<file path="config.mk">
export PLATFORM = sky130hd
export DESIGN_NAME = cpu_core
export DESIGN_NICKNAME = d
export VERILOG_FILES = /design/src/cpu_pkg.sv /design/src/cpu_core.sv /design/src/execute_stage.sv /design/src/id_ex_reg.sv /design/src/instr_decoder.sv /design/src/writeback_stage.sv
export SDC_FILE = /design/constraint.sdc
export NUM_CORES = 1
export LEC_CHECK = 0
export ABC_AREA = 0
export BUFFER_PORTS_ARGS = -buffer_cell sky130_fd_sc_hd__buf_2
export CAP_MARGIN = 10
export CORE_MARGIN = 2
export CORE_UTILIZATION = 55
export CTS_BUF_LIST = sky130_fd_sc_hd__clkbuf_16
export DETAILED_ROUTE_END_ITERATION = 10
export PLACE_DENSITY = 0.81
export SETUP_SLACK_MARGIN = 0.5
export SYNTH_ARGS = -nofsm -noshare
export SYNTH_HDL_FRONTEND = slang
export SYNTH_SLANG_ARGS = --single-unit
</file>
<file path="constraint.sdc">
create_clock -name clk -period 6.4 [get_ports clk]
set_input_delay 0.32 -clock clk [delete_from_list [all_inputs] [get_ports clk]]
set_output_delay 0.32 -clock clk [all_outputs]
set_load 0.01 [all_outputs]
</file>
<file path="src/cpu_pkg.sv">
`default_nettype none

package cpu_pkg;

    localparam int WORD_W    = 16;
    localparam int REG_IDX_W = 2;
    localparam int NUM_REGS  = 1 << REG_IDX_W;
    localparam int OPCODE_W  = 4;
    localparam int FUNC_W    = 6;
    localparam int IMM_W     = 8;
    localparam int ALU_OP_W  = 3;

    // bit positions inside the instruction word.
    localparam int OPC_LSB = 12;
    localparam int RS_LSB  = 10;
    localparam int RT_LSB  = 8;
    localparam int RD_LSB  = 6;

    typedef logic [WORD_W-1:0]    word_t;
    typedef logic [REG_IDX_W-1:0] reg_idx_t;
    typedef logic [IMM_W-1:0]     imm_t;

    typedef enum logic [OPCODE_W-1:0] {
        op_adi   = 4'd4,
        op_ori   = 4'd5,
        op_lhi   = 4'd6,
        op_lwd   = 4'd7,
        op_swd   = 4'd8,
        op_rtype = 4'd15
    } opcode_e;

    // low field of an r-type word.
    typedef enum logic [FUNC_W-1:0] {
        fn_add = 6'd0,
        fn_sub = 6'd1,
        fn_and = 6'd2,
        fn_orr = 6'd3,
        fn_not = 6'd4,
        fn_tcp = 6'd5,
        fn_shl = 6'd6,
        fn_shr = 6'd7
    } func_e;

    typedef enum logic [ALU_OP_W-1:0] {
        alu_add,
        alu_sub,
        alu_and,
        alu_or,
        alu_not,  // unary ops work on operand b.
        alu_tcp,
        alu_shl,
        alu_shr
    } alu_op_e;

endpackage

`default_nettype wire

</file>
<file path="src/cpu_core.sv">
`timescale 1ns/1ps
`default_nettype none

module cpu_core #(
    parameter int DMEM_DEPTH = 16
) (
    input  wire logic              clk,
    input  wire logic              reset_n,
    input  wire logic              instr_valid,
    input  wire cpu_pkg::word_t    instr,
    output logic                   retire_valid,
    output cpu_pkg::word_t         retire_pc,
    output cpu_pkg::reg_idx_t      retire_dest,
    output logic                   retire_we,
    output cpu_pkg::word_t         retire_data
);
    import cpu_pkg::*;

    // decode outputs.
    logic     d_valid;
    word_t    d_pc;
    word_t    d_rs_data;
    word_t    d_rt_data;
    word_t    d_imm;
    reg_idx_t d_rs;
    reg_idx_t d_rt;
    reg_idx_t d_dest;
    alu_op_e  d_alu_op;
    logic     d_alu_src_imm;
    logic     d_mem_read;
    logic     d_mem_write;
    logic     d_reg_write;

    logic     x_valid;
    word_t    x_pc;
    word_t    x_rs_data;
    word_t    x_rt_data;
    word_t    x_imm;
    reg_idx_t x_rs;
    reg_idx_t x_rt;
    reg_idx_t x_dest;
    alu_op_e  x_alu_op;
    logic     x_alu_src_imm;
    logic     x_mem_read;
    logic     x_mem_write;
    logic     x_reg_write;

    logic     e_valid;
    word_t    e_pc;
    reg_idx_t e_dest;
    logic     e_reg_write;
    word_t    e_result;

    logic     w_we;  // also feeds forwarding in execute.
    reg_idx_t w_addr;
    word_t    w_data;

    instr_decoder u_decoder (
        .clk           (clk),
        .reset_n       (reset_n),
        .instr_valid   (instr_valid),
        .instr         (instr),
        .w_we          (w_we),
        .w_addr        (w_addr),
        .w_data        (w_data),
        .d_valid       (d_valid),
        .d_pc          (d_pc),
        .d_rs_data     (d_rs_data),
        .d_rt_data     (d_rt_data),
        .d_imm         (d_imm),
        .d_rs          (d_rs),
        .d_rt          (d_rt),
        .d_dest        (d_dest),
        .d_alu_op      (d_alu_op),
        .d_alu_src_imm (d_alu_src_imm),
        .d_mem_read    (d_mem_read),
        .d_mem_write   (d_mem_write),
        .d_reg_write   (d_reg_write)
    );

    id_ex_reg u_id_ex (
        .clk           (clk),
        .reset_n       (reset_n),
        .d_valid       (d_valid),
        .d_pc          (d_pc),
        .d_rs_data     (d_rs_data),
        .d_rt_data     (d_rt_data),
        .d_imm         (d_imm),
        .d_rs          (d_rs),
        .d_rt          (d_rt),
        .d_dest        (d_dest),
        .d_alu_op      (d_alu_op),
        .d_alu_src_imm (d_alu_src_imm),
        .d_mem_read    (d_mem_read),
        .d_mem_write   (d_mem_write),
        .d_reg_write   (d_reg_write),
        .x_valid       (x_valid),
        .x_pc          (x_pc),
        .x_rs_data     (x_rs_data),
        .x_rt_data     (x_rt_data),
        .x_imm         (x_imm),
        .x_rs          (x_rs),
        .x_rt          (x_rt),
        .x_dest        (x_dest),
        .x_alu_op      (x_alu_op),
        .x_alu_src_imm (x_alu_src_imm),
        .x_mem_read    (x_mem_read),
        .x_mem_write   (x_mem_write),
        .x_reg_write   (x_reg_write)
    );

    execute_stage #(
        .DMEM_DEPTH (DMEM_DEPTH)
    ) u_execute (
        .clk           (clk),
        .reset_n       (reset_n),
        .x_valid       (x_valid),
        .x_pc          (x_pc),
        .x_rs_data     (x_rs_data),
        .x_rt_data     (x_rt_data),
        .x_imm         (x_imm),
        .x_rs          (x_rs),
        .x_rt          (x_rt),
        .x_dest        (x_dest),
        .x_alu_op      (x_alu_op),
        .x_alu_src_imm (x_alu_src_imm),
        .x_mem_read    (x_mem_read),
        .x_mem_write   (x_mem_write),
        .x_reg_write   (x_reg_write),
        .w_we          (w_we),
        .w_addr        (w_addr),
        .w_data        (w_data),
        .e_valid       (e_valid),
        .e_pc          (e_pc),
        .e_dest        (e_dest),
        .e_reg_write   (e_reg_write),
        .e_result      (e_result)
    );

    writeback_stage u_writeback (
        .clk          (clk),
        .reset_n      (reset_n),
        .e_valid      (e_valid),
        .e_pc         (e_pc),
        .e_dest       (e_dest),
        .e_reg_write  (e_reg_write),
        .e_result     (e_result),
        .w_we         (w_we),
        .w_addr       (w_addr),
        .w_data       (w_data),
        .retire_valid (retire_valid),
        .retire_pc    (retire_pc),
        .retire_dest  (retire_dest),
        .retire_we    (retire_we),
        .retire_data  (retire_data)
    );

endmodule

`default_nettype wire

</file>
<file path="src/execute_stage.sv">
`timescale 1ns/1ps
`default_nettype none

module execute_stage #(
    parameter int DMEM_DEPTH = 16
) (
    input  wire logic              clk,
    input  wire logic              reset_n,
    input  wire logic              x_valid,
    input  wire cpu_pkg::word_t    x_pc,
    input  wire cpu_pkg::word_t    x_rs_data,
    input  wire cpu_pkg::word_t    x_rt_data,
    input  wire cpu_pkg::word_t    x_imm,
    input  wire cpu_pkg::reg_idx_t x_rs,
    input  wire cpu_pkg::reg_idx_t x_rt,
    input  wire cpu_pkg::reg_idx_t x_dest,
    input  wire cpu_pkg::alu_op_e  x_alu_op,
    input  wire logic              x_alu_src_imm,
    input  wire logic              x_mem_read,
    input  wire logic              x_mem_write,
    input  wire logic              x_reg_write,
    input  wire logic              w_we,
    input  wire cpu_pkg::reg_idx_t w_addr,
    input  wire cpu_pkg::word_t    w_data,
    output logic                   e_valid,
    output cpu_pkg::word_t         e_pc,
    output cpu_pkg::reg_idx_t      e_dest,
    output logic                   e_reg_write,
    output cpu_pkg::word_t         e_result
);
    import cpu_pkg::*;

    localparam int ADDR_W = $clog2(DMEM_DEPTH);

    word_t             dmem [DMEM_DEPTH];
    word_t             op_a;
    word_t             fwd_b;
    word_t             op_b;
    word_t             alu_result;
    logic [ADDR_W-1:0] mem_addr;

    // previous instruction still sits in writeback.
    assign op_a  = (w_we && w_addr == x_rs) ? w_data : x_rs_data;
    assign fwd_b = (w_we && w_addr == x_rt) ? w_data : x_rt_data;
    assign op_b  = x_alu_src_imm ? x_imm : fwd_b;

    always_comb begin
        case (x_alu_op)
            alu_add: alu_result = op_a + op_b;
            alu_sub: alu_result = op_a - op_b;
            alu_and: alu_result = op_a & op_b;
            alu_or:  alu_result = op_a | op_b;
            alu_not: alu_result = ~op_b;
            alu_tcp: alu_result = ~op_b + 1'b1;
            alu_shl: alu_result = op_b << 1;
            alu_shr: alu_result = op_b >> 1;  // logical.
            default: alu_result = '0;
        endcase
    end

    // address wraps at the memory size.
    assign mem_addr = alu_result[ADDR_W-1:0];

    always_ff @(posedge clk) begin
        if (reset_n) begin
            for (int i = 0; i < DMEM_DEPTH; i++) begin
                dmem[i] <= '0;
            end
        end else if (x_mem_write) begin
            dmem[mem_addr] <= fwd_b;  // store data comes from rt.
        end
    end

    assign e_valid     = x_valid;
    assign e_pc        = x_pc;
    assign e_dest      = x_dest;
    assign e_reg_write = x_reg_write;
    assign e_result    = x_mem_read ? dmem[mem_addr] : alu_result;

endmodule

`default_nettype wire

</file>
<file path="src/id_ex_reg.sv">
`timescale 1ns/1ps
`default_nettype none

module id_ex_reg (
    input  wire logic              clk,
    input  wire logic              reset_n,
    input  wire logic              d_valid,
    input  wire cpu_pkg::word_t    d_pc,
    input  wire cpu_pkg::word_t    d_rs_data,
    input  wire cpu_pkg::word_t    d_rt_data,
    input  wire cpu_pkg::word_t    d_imm,
    input  wire cpu_pkg::reg_idx_t d_rs,
    input  wire cpu_pkg::reg_idx_t d_rt,
    input  wire cpu_pkg::reg_idx_t d_dest,
    input  wire cpu_pkg::alu_op_e  d_alu_op,
    input  wire logic              d_alu_src_imm,
    input  wire logic              d_mem_read,
    input  wire logic              d_mem_write,
    input  wire logic              d_reg_write,
    output logic                   x_valid,
    output cpu_pkg::word_t         x_pc,
    output cpu_pkg::word_t         x_rs_data,
    output cpu_pkg::word_t         x_rt_data,
    output cpu_pkg::word_t         x_imm,
    output cpu_pkg::reg_idx_t      x_rs,
    output cpu_pkg::reg_idx_t      x_rt,
    output cpu_pkg::reg_idx_t      x_dest,
    output cpu_pkg::alu_op_e       x_alu_op,
    output logic                   x_alu_src_imm,
    output logic                   x_mem_read,
    output logic                   x_mem_write,
    output logic                   x_reg_write
);
    import cpu_pkg::*;

    always_ff @(posedge clk) begin
        if (reset_n) begin
            x_valid       <= 1'b0;
            x_pc          <= '0;
            x_rs_data     <= '0;
            x_rt_data     <= '0;
            x_imm         <= '0;
            x_rs          <= '0;
            x_rt          <= '0;
            x_dest        <= '0;
            x_alu_op      <= alu_add;
            x_alu_src_imm <= 1'b0;
            x_mem_read    <= 1'b0;
            x_mem_write   <= 1'b0;
            x_reg_write   <= 1'b0;
        end else begin
            x_valid       <= d_valid;
            x_pc          <= d_pc;
            x_rs_data     <= d_rs_data;
            x_rt_data     <= d_rt_data;
            x_imm         <= d_imm;
            x_rs          <= d_rs;
            x_rt          <= d_rt;
            x_dest        <= d_dest;
            x_alu_op      <= d_alu_op;
            x_alu_src_imm <= d_alu_src_imm;
            x_mem_read    <= d_valid & d_mem_read;  // bubbles carry no side effects.
            x_mem_write   <= d_valid & d_mem_write;
            x_reg_write   <= d_valid & d_reg_write;
        end
    end

endmodule

`default_nettype wire

</file>
<file path="src/instr_decoder.sv">
`timescale 1ns/1ps
`default_nettype none

module instr_decoder (
    input  wire logic              clk,
    input  wire logic              reset_n,
    input  wire logic              instr_valid,
    input  wire cpu_pkg::word_t    instr,
    input  wire logic              w_we,
    input  wire cpu_pkg::reg_idx_t w_addr,
    input  wire cpu_pkg::word_t    w_data,
    output logic                   d_valid,
    output cpu_pkg::word_t         d_pc,
    output cpu_pkg::word_t         d_rs_data,
    output cpu_pkg::word_t         d_rt_data,
    output cpu_pkg::word_t         d_imm,
    output cpu_pkg::reg_idx_t      d_rs,
    output cpu_pkg::reg_idx_t      d_rt,
    output cpu_pkg::reg_idx_t      d_dest,
    output cpu_pkg::alu_op_e       d_alu_op,
    output logic                   d_alu_src_imm,
    output logic                   d_mem_read,
    output logic                   d_mem_write,
    output logic                   d_reg_write
);
    import cpu_pkg::*;

    word_t    regs [NUM_REGS];
    word_t    pc_cnt;
    opcode_e  opcode;
    func_e    func;
    reg_idx_t rs_idx;
    reg_idx_t rt_idx;
    reg_idx_t rd_idx;
    imm_t     imm8;
    word_t    imm_sext;
    word_t    imm_zext;

    assign opcode = opcode_e'(instr[OPC_LSB +: OPCODE_W]);
    assign func   = func_e'(instr[0 +: FUNC_W]);
    assign rs_idx = instr[RS_LSB +: REG_IDX_W];
    assign rt_idx = instr[RT_LSB +: REG_IDX_W];
    assign rd_idx = instr[RD_LSB +: REG_IDX_W];
    assign imm8   = instr[0 +: IMM_W];

    assign imm_sext = {{(WORD_W-IMM_W){imm8[IMM_W-1]}}, imm8};
    assign imm_zext = {{(WORD_W-IMM_W){1'b0}}, imm8};

    // counts accepted instructions only.
    always_ff @(posedge clk) begin
        if (reset_n) begin
            pc_cnt <= '0;
        end else if (instr_valid) begin
            pc_cnt <= pc_cnt + 1'b1;
        end
    end

    always_ff @(posedge clk) begin
        if (reset_n) begin
            for (int i = 0; i < NUM_REGS; i++) begin
                regs[i] <= '0;
            end
        end else if (w_we) begin
            regs[w_addr] <= w_data;
        end
    end

    // a write in this cycle wins over the stored word.
    assign d_rs_data = (w_we && w_addr == d_rs) ? w_data : regs[d_rs];
    assign d_rt_data = (w_we && w_addr == d_rt) ? w_data : regs[d_rt];

    assign d_valid = instr_valid;
    assign d_pc    = pc_cnt;

    always_comb begin
        d_rs          = rs_idx;
        d_rt          = rt_idx;
        d_dest        = rt_idx;  // i-type target.
        d_imm         = imm_sext;
        d_alu_op      = alu_add;
        d_alu_src_imm = 1'b0;
        d_mem_read    = 1'b0;
        d_mem_write   = 1'b0;
        d_reg_write   = 1'b0;
        case (opcode)
            op_rtype: begin
                d_dest      = rd_idx;
                d_reg_write = 1'b1;
                case (func)
                    fn_add:  d_alu_op = alu_add;
                    fn_sub:  d_alu_op = alu_sub;
                    fn_and:  d_alu_op = alu_and;
                    fn_orr:  d_alu_op = alu_or;
                    fn_not:  d_alu_op = alu_not;
                    fn_tcp:  d_alu_op = alu_tcp;
                    fn_shl:  d_alu_op = alu_shl;
                    fn_shr:  d_alu_op = alu_shr;
                    default: d_reg_write = 1'b0;
                endcase
                // unary ops read rs through the b lane.
                if (func inside {fn_not, fn_tcp, fn_shl, fn_shr}) begin
                    d_rt = rs_idx;
                end
            end
            op_adi: begin
                d_alu_src_imm = 1'b1;
                d_reg_write   = 1'b1;
            end
            op_ori: begin
                d_imm         = imm_zext;
                d_alu_op      = alu_or;
                d_alu_src_imm = 1'b1;
                d_reg_write   = 1'b1;
            end
            op_lhi: begin
                // shifter moves the byte into the high half.
                d_imm         = {1'b0, imm8, 7'b0};
                d_alu_op      = alu_shl;
                d_alu_src_imm = 1'b1;
                d_reg_write   = 1'b1;
            end
            op_lwd: begin
                d_alu_src_imm = 1'b1;
                d_mem_read    = 1'b1;
                d_reg_write   = 1'b1;
            end
            op_swd: begin
                d_alu_src_imm = 1'b1;
                d_mem_write   = 1'b1;
            end
            default: ;  // retires as a no-op.
        endcase
    end

endmodule

`default_nettype wire

</file>
<file path="src/writeback_stage.sv">
`timescale 1ns/1ps
`default_nettype none

module writeback_stage (
    input  wire logic              clk,
    input  wire logic              reset_n,
    input  wire logic              e_valid,
    input  wire cpu_pkg::word_t    e_pc,
    input  wire cpu_pkg::reg_idx_t e_dest,
    input  wire logic              e_reg_write,
    input  wire cpu_pkg::word_t    e_result,
    output logic                   w_we,
    output cpu_pkg::reg_idx_t      w_addr,
    output cpu_pkg::word_t         w_data,
    output logic                   retire_valid,
    output cpu_pkg::word_t         retire_pc,
    output cpu_pkg::reg_idx_t      retire_dest,
    output logic                   retire_we,
    output cpu_pkg::word_t         retire_data
);
    import cpu_pkg::*;

    logic     wb_valid;
    word_t    wb_pc;
    reg_idx_t wb_dest;
    logic     wb_we;
    word_t    wb_data;

    always_ff @(posedge clk) begin
        if (reset_n) begin
            wb_valid <= 1'b0;
            wb_pc    <= '0;
            wb_dest  <= '0;
            wb_we    <= 1'b0;
            wb_data  <= '0;
        end else begin
            wb_valid <= e_valid;
            wb_pc    <= e_pc;
            wb_dest  <= e_dest;
            wb_we    <= e_valid & e_reg_write;
            wb_data  <= e_result;
        end
    end

    // register file sees the same word that retires.
    assign w_we   = wb_we;
    assign w_addr = wb_dest;
    assign w_data = wb_data;

    assign retire_valid = wb_valid;
    assign retire_pc    = wb_pc;
    assign retire_dest  = wb_dest;
    assign retire_we    = wb_we;
    assign retire_data  = wb_data;

endmodule

`default_nettype wire
</file>
==> Word level (Yosys, flattened, before mapping) <==
Memory sizes are Yosys's and may differ from the RTL's. A register that Yosys moved wholly into a read port is not among the register bits.
Cells that the tools add are included.
{ "word_totals": {"input_bits": 19, "mem_bits_rw": 320, "n_memories": 2, "reg_bits": 98} }
{ "classes": {"n_addsub": 4, "n_reduce_logical": 10, "n_eq_ne": 22, "muxes": 30, "bitwise": 7} }
{ "memory_table": {"columns": ["memory", "depth", "word_bits", "rd", "rd_clocked_by_memory_dff", "write_ports", "line", "text"], "rows": [
  ["u_execute.dmem", 16, 16, 1, 0, 16, "execute_stage.sv:35", "word_t dmem [DMEM_DEPTH];"],
  ["u_decoder.regs", 4, 16, 2, 2, 4, "instr_decoder.sv:28", "word_t regs [NUM_REGS];"]
]} }
{ "ops": {"columns": ["cell", "n"], "rows": [
  ["16-bit case mux with 8 select lines", 1],
  ["16-bit two-way mux", 6],
  ["16-bit by 1-bit adder with 16-bit output (second input constant)", 2],
  ["16-bit case mux with 2 select lines", 1],
  ["16-bit OR reduction", 2],
  ["6-bit by 3-bit == test with 1-bit output (second input constant)", 4],
  ["3-bit case mux with 7 select lines", 1],
  ["16-bit adder", 1],
  ["16-bit AND", 1],
  ["4-bit by 3-bit == test with 1-bit output (second input constant)", 4],
  ["16-bit NOT", 1],
  ["16-bit bitwise OR", 1],
  ["16-bit subtractor", 1],
  ["1-bit two-way mux", 14],
  ["3-bit == test (second input constant)", 4],
  ["6-bit by 2-bit == test with 1-bit output (second input constant)", 2],
  ["3-bit case mux with 3 select lines", 1],
  ["4-bit == test (second input constant)", 2],
  ["2-bit two-way mux", 4],
  ["8-bit OR reduction", 1],
  ["3-bit by 2-bit == test with 1-bit output (second input constant)", 2],
  ["6-bit by 1-bit == test with 1-bit output (second input constant)", 1],
  ["6-bit zero test", 1],
  ["5-bit OR reduction", 1],
  ["other kinds (9)", 14]
]} }

==> Logic depth before layout (Yosys ltp) <==
An unclocked memory read counts as a cell.
{ "logic_depth": {"depth_word": 9, "depth_mapped": 21, "ltp_nobuf": 18} }

==> Cells and area by module <==
From an unflattened synthesis, not the netlist that was laid out.
{ "hier_totals": {"cells_unflattened": 2089, "hier_area_um2": 23017.1} }
{ "modules_own_cells": {"columns": ["module", "area_each_um2", "seq_area_each_um2", "cells_per_inst", "instances"], "rows": [
  ["execute_stage", 14785.4, 7687.4, 1382, 1],
  ["instr_decoder", 4981.0, 2242.2, 449, 1],
  ["id_ex_reg", 2112.0, 1561.5, 164, 1],
  ["writeback_stage", 1138.6, 720.7, 94, 1]
]} }

==> Worst setup path after synthesis <==
OpenSTA, ideal clock, no wires.
{ "synth_timing": {"path_type": "register -> register", "start": "register u_writeback.wb_dest[1], in the netlist u_writeback.retire_dest[1]", "end": "memory u_execute.dmem[2][0] (netlist bit), enable pin", "path_buffers": 4, "slack_ns": 1.388, "setup_ns": 0.372, "required_time_ns": 6.028, "t_arrival_ns": 4.641, "stages_incl_launch_ff": 17, "cell_sequence": "dfxtp_1 > buf_6 > xor2_2 > buf_4 > nor4_1 > nor3_1 > ha_1 > nand2_1 > o21ai_0 > fa_1 > a222oi_1 > nand3_1 > clkbuf_1 > nor3_1 > nand2_1 > clkbuf_1 > nand2_1"} }
{ "synth_rtl": {"columns": ["element", "line", "text"], "rows": [
  ["from (decl)", "writeback_stage.sv:25", "reg_idx_t wb_dest;"],
  ["from (signal assigned)", "writeback_stage.sv:39", "wb_dest <= e_dest;"],
  ["to (decl)", "execute_stage.sv:35", null]
]} }

==> results by group <==
Outcome
  – Status: finished clean

Synthesis
  – Synth top cells by count: nor2_1, edfxtp_1, nand2_1, dfxtp_1, mux2i_1
  – Sequential area share after synthesis: 0.557
  – Post-Synth Simple-Gate Area: 0.187
  – Syn Inst Count: 2096
  – Number of synthesized flops with an enable pin: 320
  – Compound-Gate Fraction of Synth Area: 0.0927
  – Top-count cell post-synth: nor2_1
  – Area share of the largest cell type after synthesis: 0.439
  – Number of synthesized register bits: 450
  – Avg Cell Area, Syn: between 10 and 15 sq um
  – Synth area leaders: edfxtp_1, dfxtp_1, nor2_1
  – Area leader, netlist: edfxtp_1
  – Adder-cell share of the synthesized area: 0.0159
  – Mapped cell area: around 0.022 sq mm
  – Net count after synthesis: 2135
  – Synth cell types: 86
  – Syn. warnings: 0
  – Async S/R FF share, synth: 0
  – Most used DFF post-synth: edfxtp_1
  – Post-synthesis mux area share: 0.0887
  – XOR/XNOR Fraction of Synth Area: 0.0215
  – Largest family of logic cells by synthesized area: simple AND/OR/NAND/NOR gates

Global route
  – Number of antenna violations at the first check in global routing: 1
  – Met3 Use GR: 0.0650
  – Met1 Use GR: 0.423
  – Vias in the first global route: 16492
  – Gr busiest metal: met2
  – Largest net degree at the start of global routing: 87
  – GRT Util Overall: 0.322
  – GRT met2 Usage: 0.514
  – First-pass GRT wire length: around 100000 microns
  – Total grt overflow: 0

Min path
  – Hold crit path type: in2reg
  – Hold Crit Depth: 3

CTS
  – CTS tree: built
  – Worst skew pair latency: 0.60 ns
  – Htree depth: 2
  – CTS Sinks: 450
  – Clock buffer depth: 3
  – Post-CTS setup buffer count: 0
  – Clk Tree Root Cell: clkbuf_16
  – Clock slew seen by the registers of the worst setup and hold paths: 0.06 ns
  – TritonCTS Buffers: between 40 and 50

STA
  – TNS Setup: 0 ns
  – Fin. max-slew vios: 0
  – Minimum clock period: 5.60 ns
  – Final worst-path cycle share: 0.875
  – Worst slew margin: 0.180
  – RSZ-0062 raised after global routing: no
  – Clock Skew: 0.0309 ns
  – Post-route worst setup slack: 0.797 ns
  – Setup violators final: 0
  – Worst slew pin tran: approximately 1.2 ns
  – Final Hold Viols: 0
  – FMAX: ~0.18 GHz

Layout
  – Design Area, Final: 0.0244 sq mm
  – Fraction of layout cells with a size suffix above 1: 0.136
  – Top reg by flops: u_execute.dmem
  – Max reg flops: 256
  – ANT cells: 0
  – Final core utilization: 0.618
  – Biggest regs: u_execute.dmem: 256 flops, u_decoder.regs: 64 flops
  – Layout net count: 2182
  – Area Overhead vs Synth: 11.6%

Worst setup path
  – CP Max Fanout: 12
  – Crit path cell chain: xor2_2, nor4_2, nor3_1, ha_1, nor2_1, xnor2_1, ha_1, o21ai_0, a21oi_1, o21ai_0, o21ai_1, nor2_1, nand2_1, nand2_1, buf_12
  – WP data arrival: 5.90 ns
  – Critical Path End Type: register
  – Slowest stage delay, CP: 0.69 ns
  – CP max stage cell: dfxtp_1
  – Req. time, crit path: 6.70 ns
  – Critical path class: reg2reg
  – Startpoint types: register
  – Worst reg2reg path depth: 15

Routing
  – Pre-antenna DRT Iters: 6
  – Via count: 17202
  – Routed WL: 66900 microns
  – Per-cell routed wire length: ~25 microns
  – Drt via density: 6.36
  – Final ANT Viol Nets: 0
  – DRC viols: 0
  – DR iter-0 viols: 2209

Pwr
  – Clk pwr share: 0.340
  – Max VDD drop: 0.268 mV
  – Pwr/cell area: between 300 and 400 mW/mm^2
  – Comb pwr share: 0.207
  – Internal power consumption: 5.12 mW
  – Leakage: a little under 10 nW
  – Switching share of power: 0.305
  – Net Switching: ~2.2 mW
  – Flop pwr share: 0.454

Floorplan
  – # rows: 73
  – IO Count: between 50 and 60
  – Die height: 204 microns
  – Die Wd: 204 microns
  – Core area: 0.0395 sq mm
  – Die area: 0.0415 sq mm
  – Starting Density: 0.554

Place
  – Dpl ws: slightly below 0.5 ns
  – Port buffer count: 54
  – Dpl hpwl: 44200 microns
  – RD Place Congestion: 0.975
  – Dpl cell area: between 0.02 and 0.025 sq mm

Job
  – Max-Cap Viols: 0
-- routing by layer --
layer,share of wire,vias up
met5,0.00030,-
met4,0.050,4
met3,0.11,224
met2,0.46,1278
met1,0.37,8138
li1,-,7558
-- what timing repair did --
action                     in CTS  in global routing
gates resized for setup         1                  4
hold endpoints to repair        5                  0
setup endpoints to repair       1                281
hold buffers                    5                  0
-- layout make-up --
cell class | count | area [sq um]
Inverter | 39 | 146
Sequential cell | 450 | 12200
Timing Repair Buffer | 153 | 1080
Clock buffer | 46 | 1150
Multi-Input combinational cell | 1454 | 8980
Clock inverter | 36 | 224
Fill cell | 3048 | 15100
Tap cell | 525 | 657
-- worst max-delay path, delay by kind of cell (launching register included) --
family	cells	cell delay (ns)
AND/OR/NAND/NOR	6	1.73
adder cells (fa/ha/maj)	2	0.72
buffers and inverters	1	0.20
flip-flops	1	0.69
XOR/XNOR	2	0.65
AO/OA/AOI/OAI	4	1.32
-- stage by stage --
| stage | std cells | hold slack [ns] | total power [mW] |
|---|---|---|---|
| floorplan | 2096 | 0.406 | 4.34 |
| global placement | 2616 | 0.411 | 4.84 |
| detailed placement | 2616 | 0.415 | 4.86 |
| CTS | 2703 | 0.0126 | 7.33 |
| global route | 2703 | 0.0319 | 7.56 |
| finish | 2703 | 0.0311 | 7.37 |
-- worst paths after layout --
kind	start	endpoint	slack [ns]
worst max-delay path	u_writeback.retire_dest[0]	u_execute.dmem[13][10]	0.80
worst min-delay path	instr[0]	u_id_ex.x_imm[7]	0.03
worst max register to register	u_writeback.retire_dest[0]	u_execute.dmem[13][10]	0.80
worst min register to register	u_id_ex.x_reg_write	u_writeback.retire_we	0.42
-- logic make-up (layout without fill, tap and decap cells) --
| kind of cell | count (synthesis) | in the layout |
|---|---|---|
| DFF | 450 | 450 |
| buffers and inverters | 192 | 274 |
| AOI/OAI and AO/OA | 291 | 291 |
| adders and majority gates | 29 | 29 |
| xor gates and xnor gates | 53 | 53 |
| muxes | 167 | 167 |
| and+or+nand+nor | 914 | 914 |
-- placed cells by master, fill, tap and decap left out, drive strengths merged, types with 11 or more instances in the layout --
master and instances:
a211oi 25, a21o 17, a21oi 81, a221o 11, a311oi 12, a31oi 18
and2 66, and3 32, buf 148, clkbuf 46, clkinv 25, dfxtp 130
edfxtp 320, ha 19, inv 49, mux2 27, mux2i 121, mux4 19
nand2 281, nand3 82, nand4 18, nor2 331, nor2b 40, nor3 23
o21ai 33, o31ai 13, xnor2 30, xor2 23
-- power groups by stage --
stage                     Clock [mW]  Combinational, mW  Sequential, mW
after detailed placement           0               1.47            3.40
final                           2.50               1.52            3.34
after floorplan                    0              0.996            3.35
after global placement             0               1.45            3.39
after global routing            2.62               1.60            3.35
after CTS                       2.51               1.48            3.33
(Power assumes the default switching activity.)
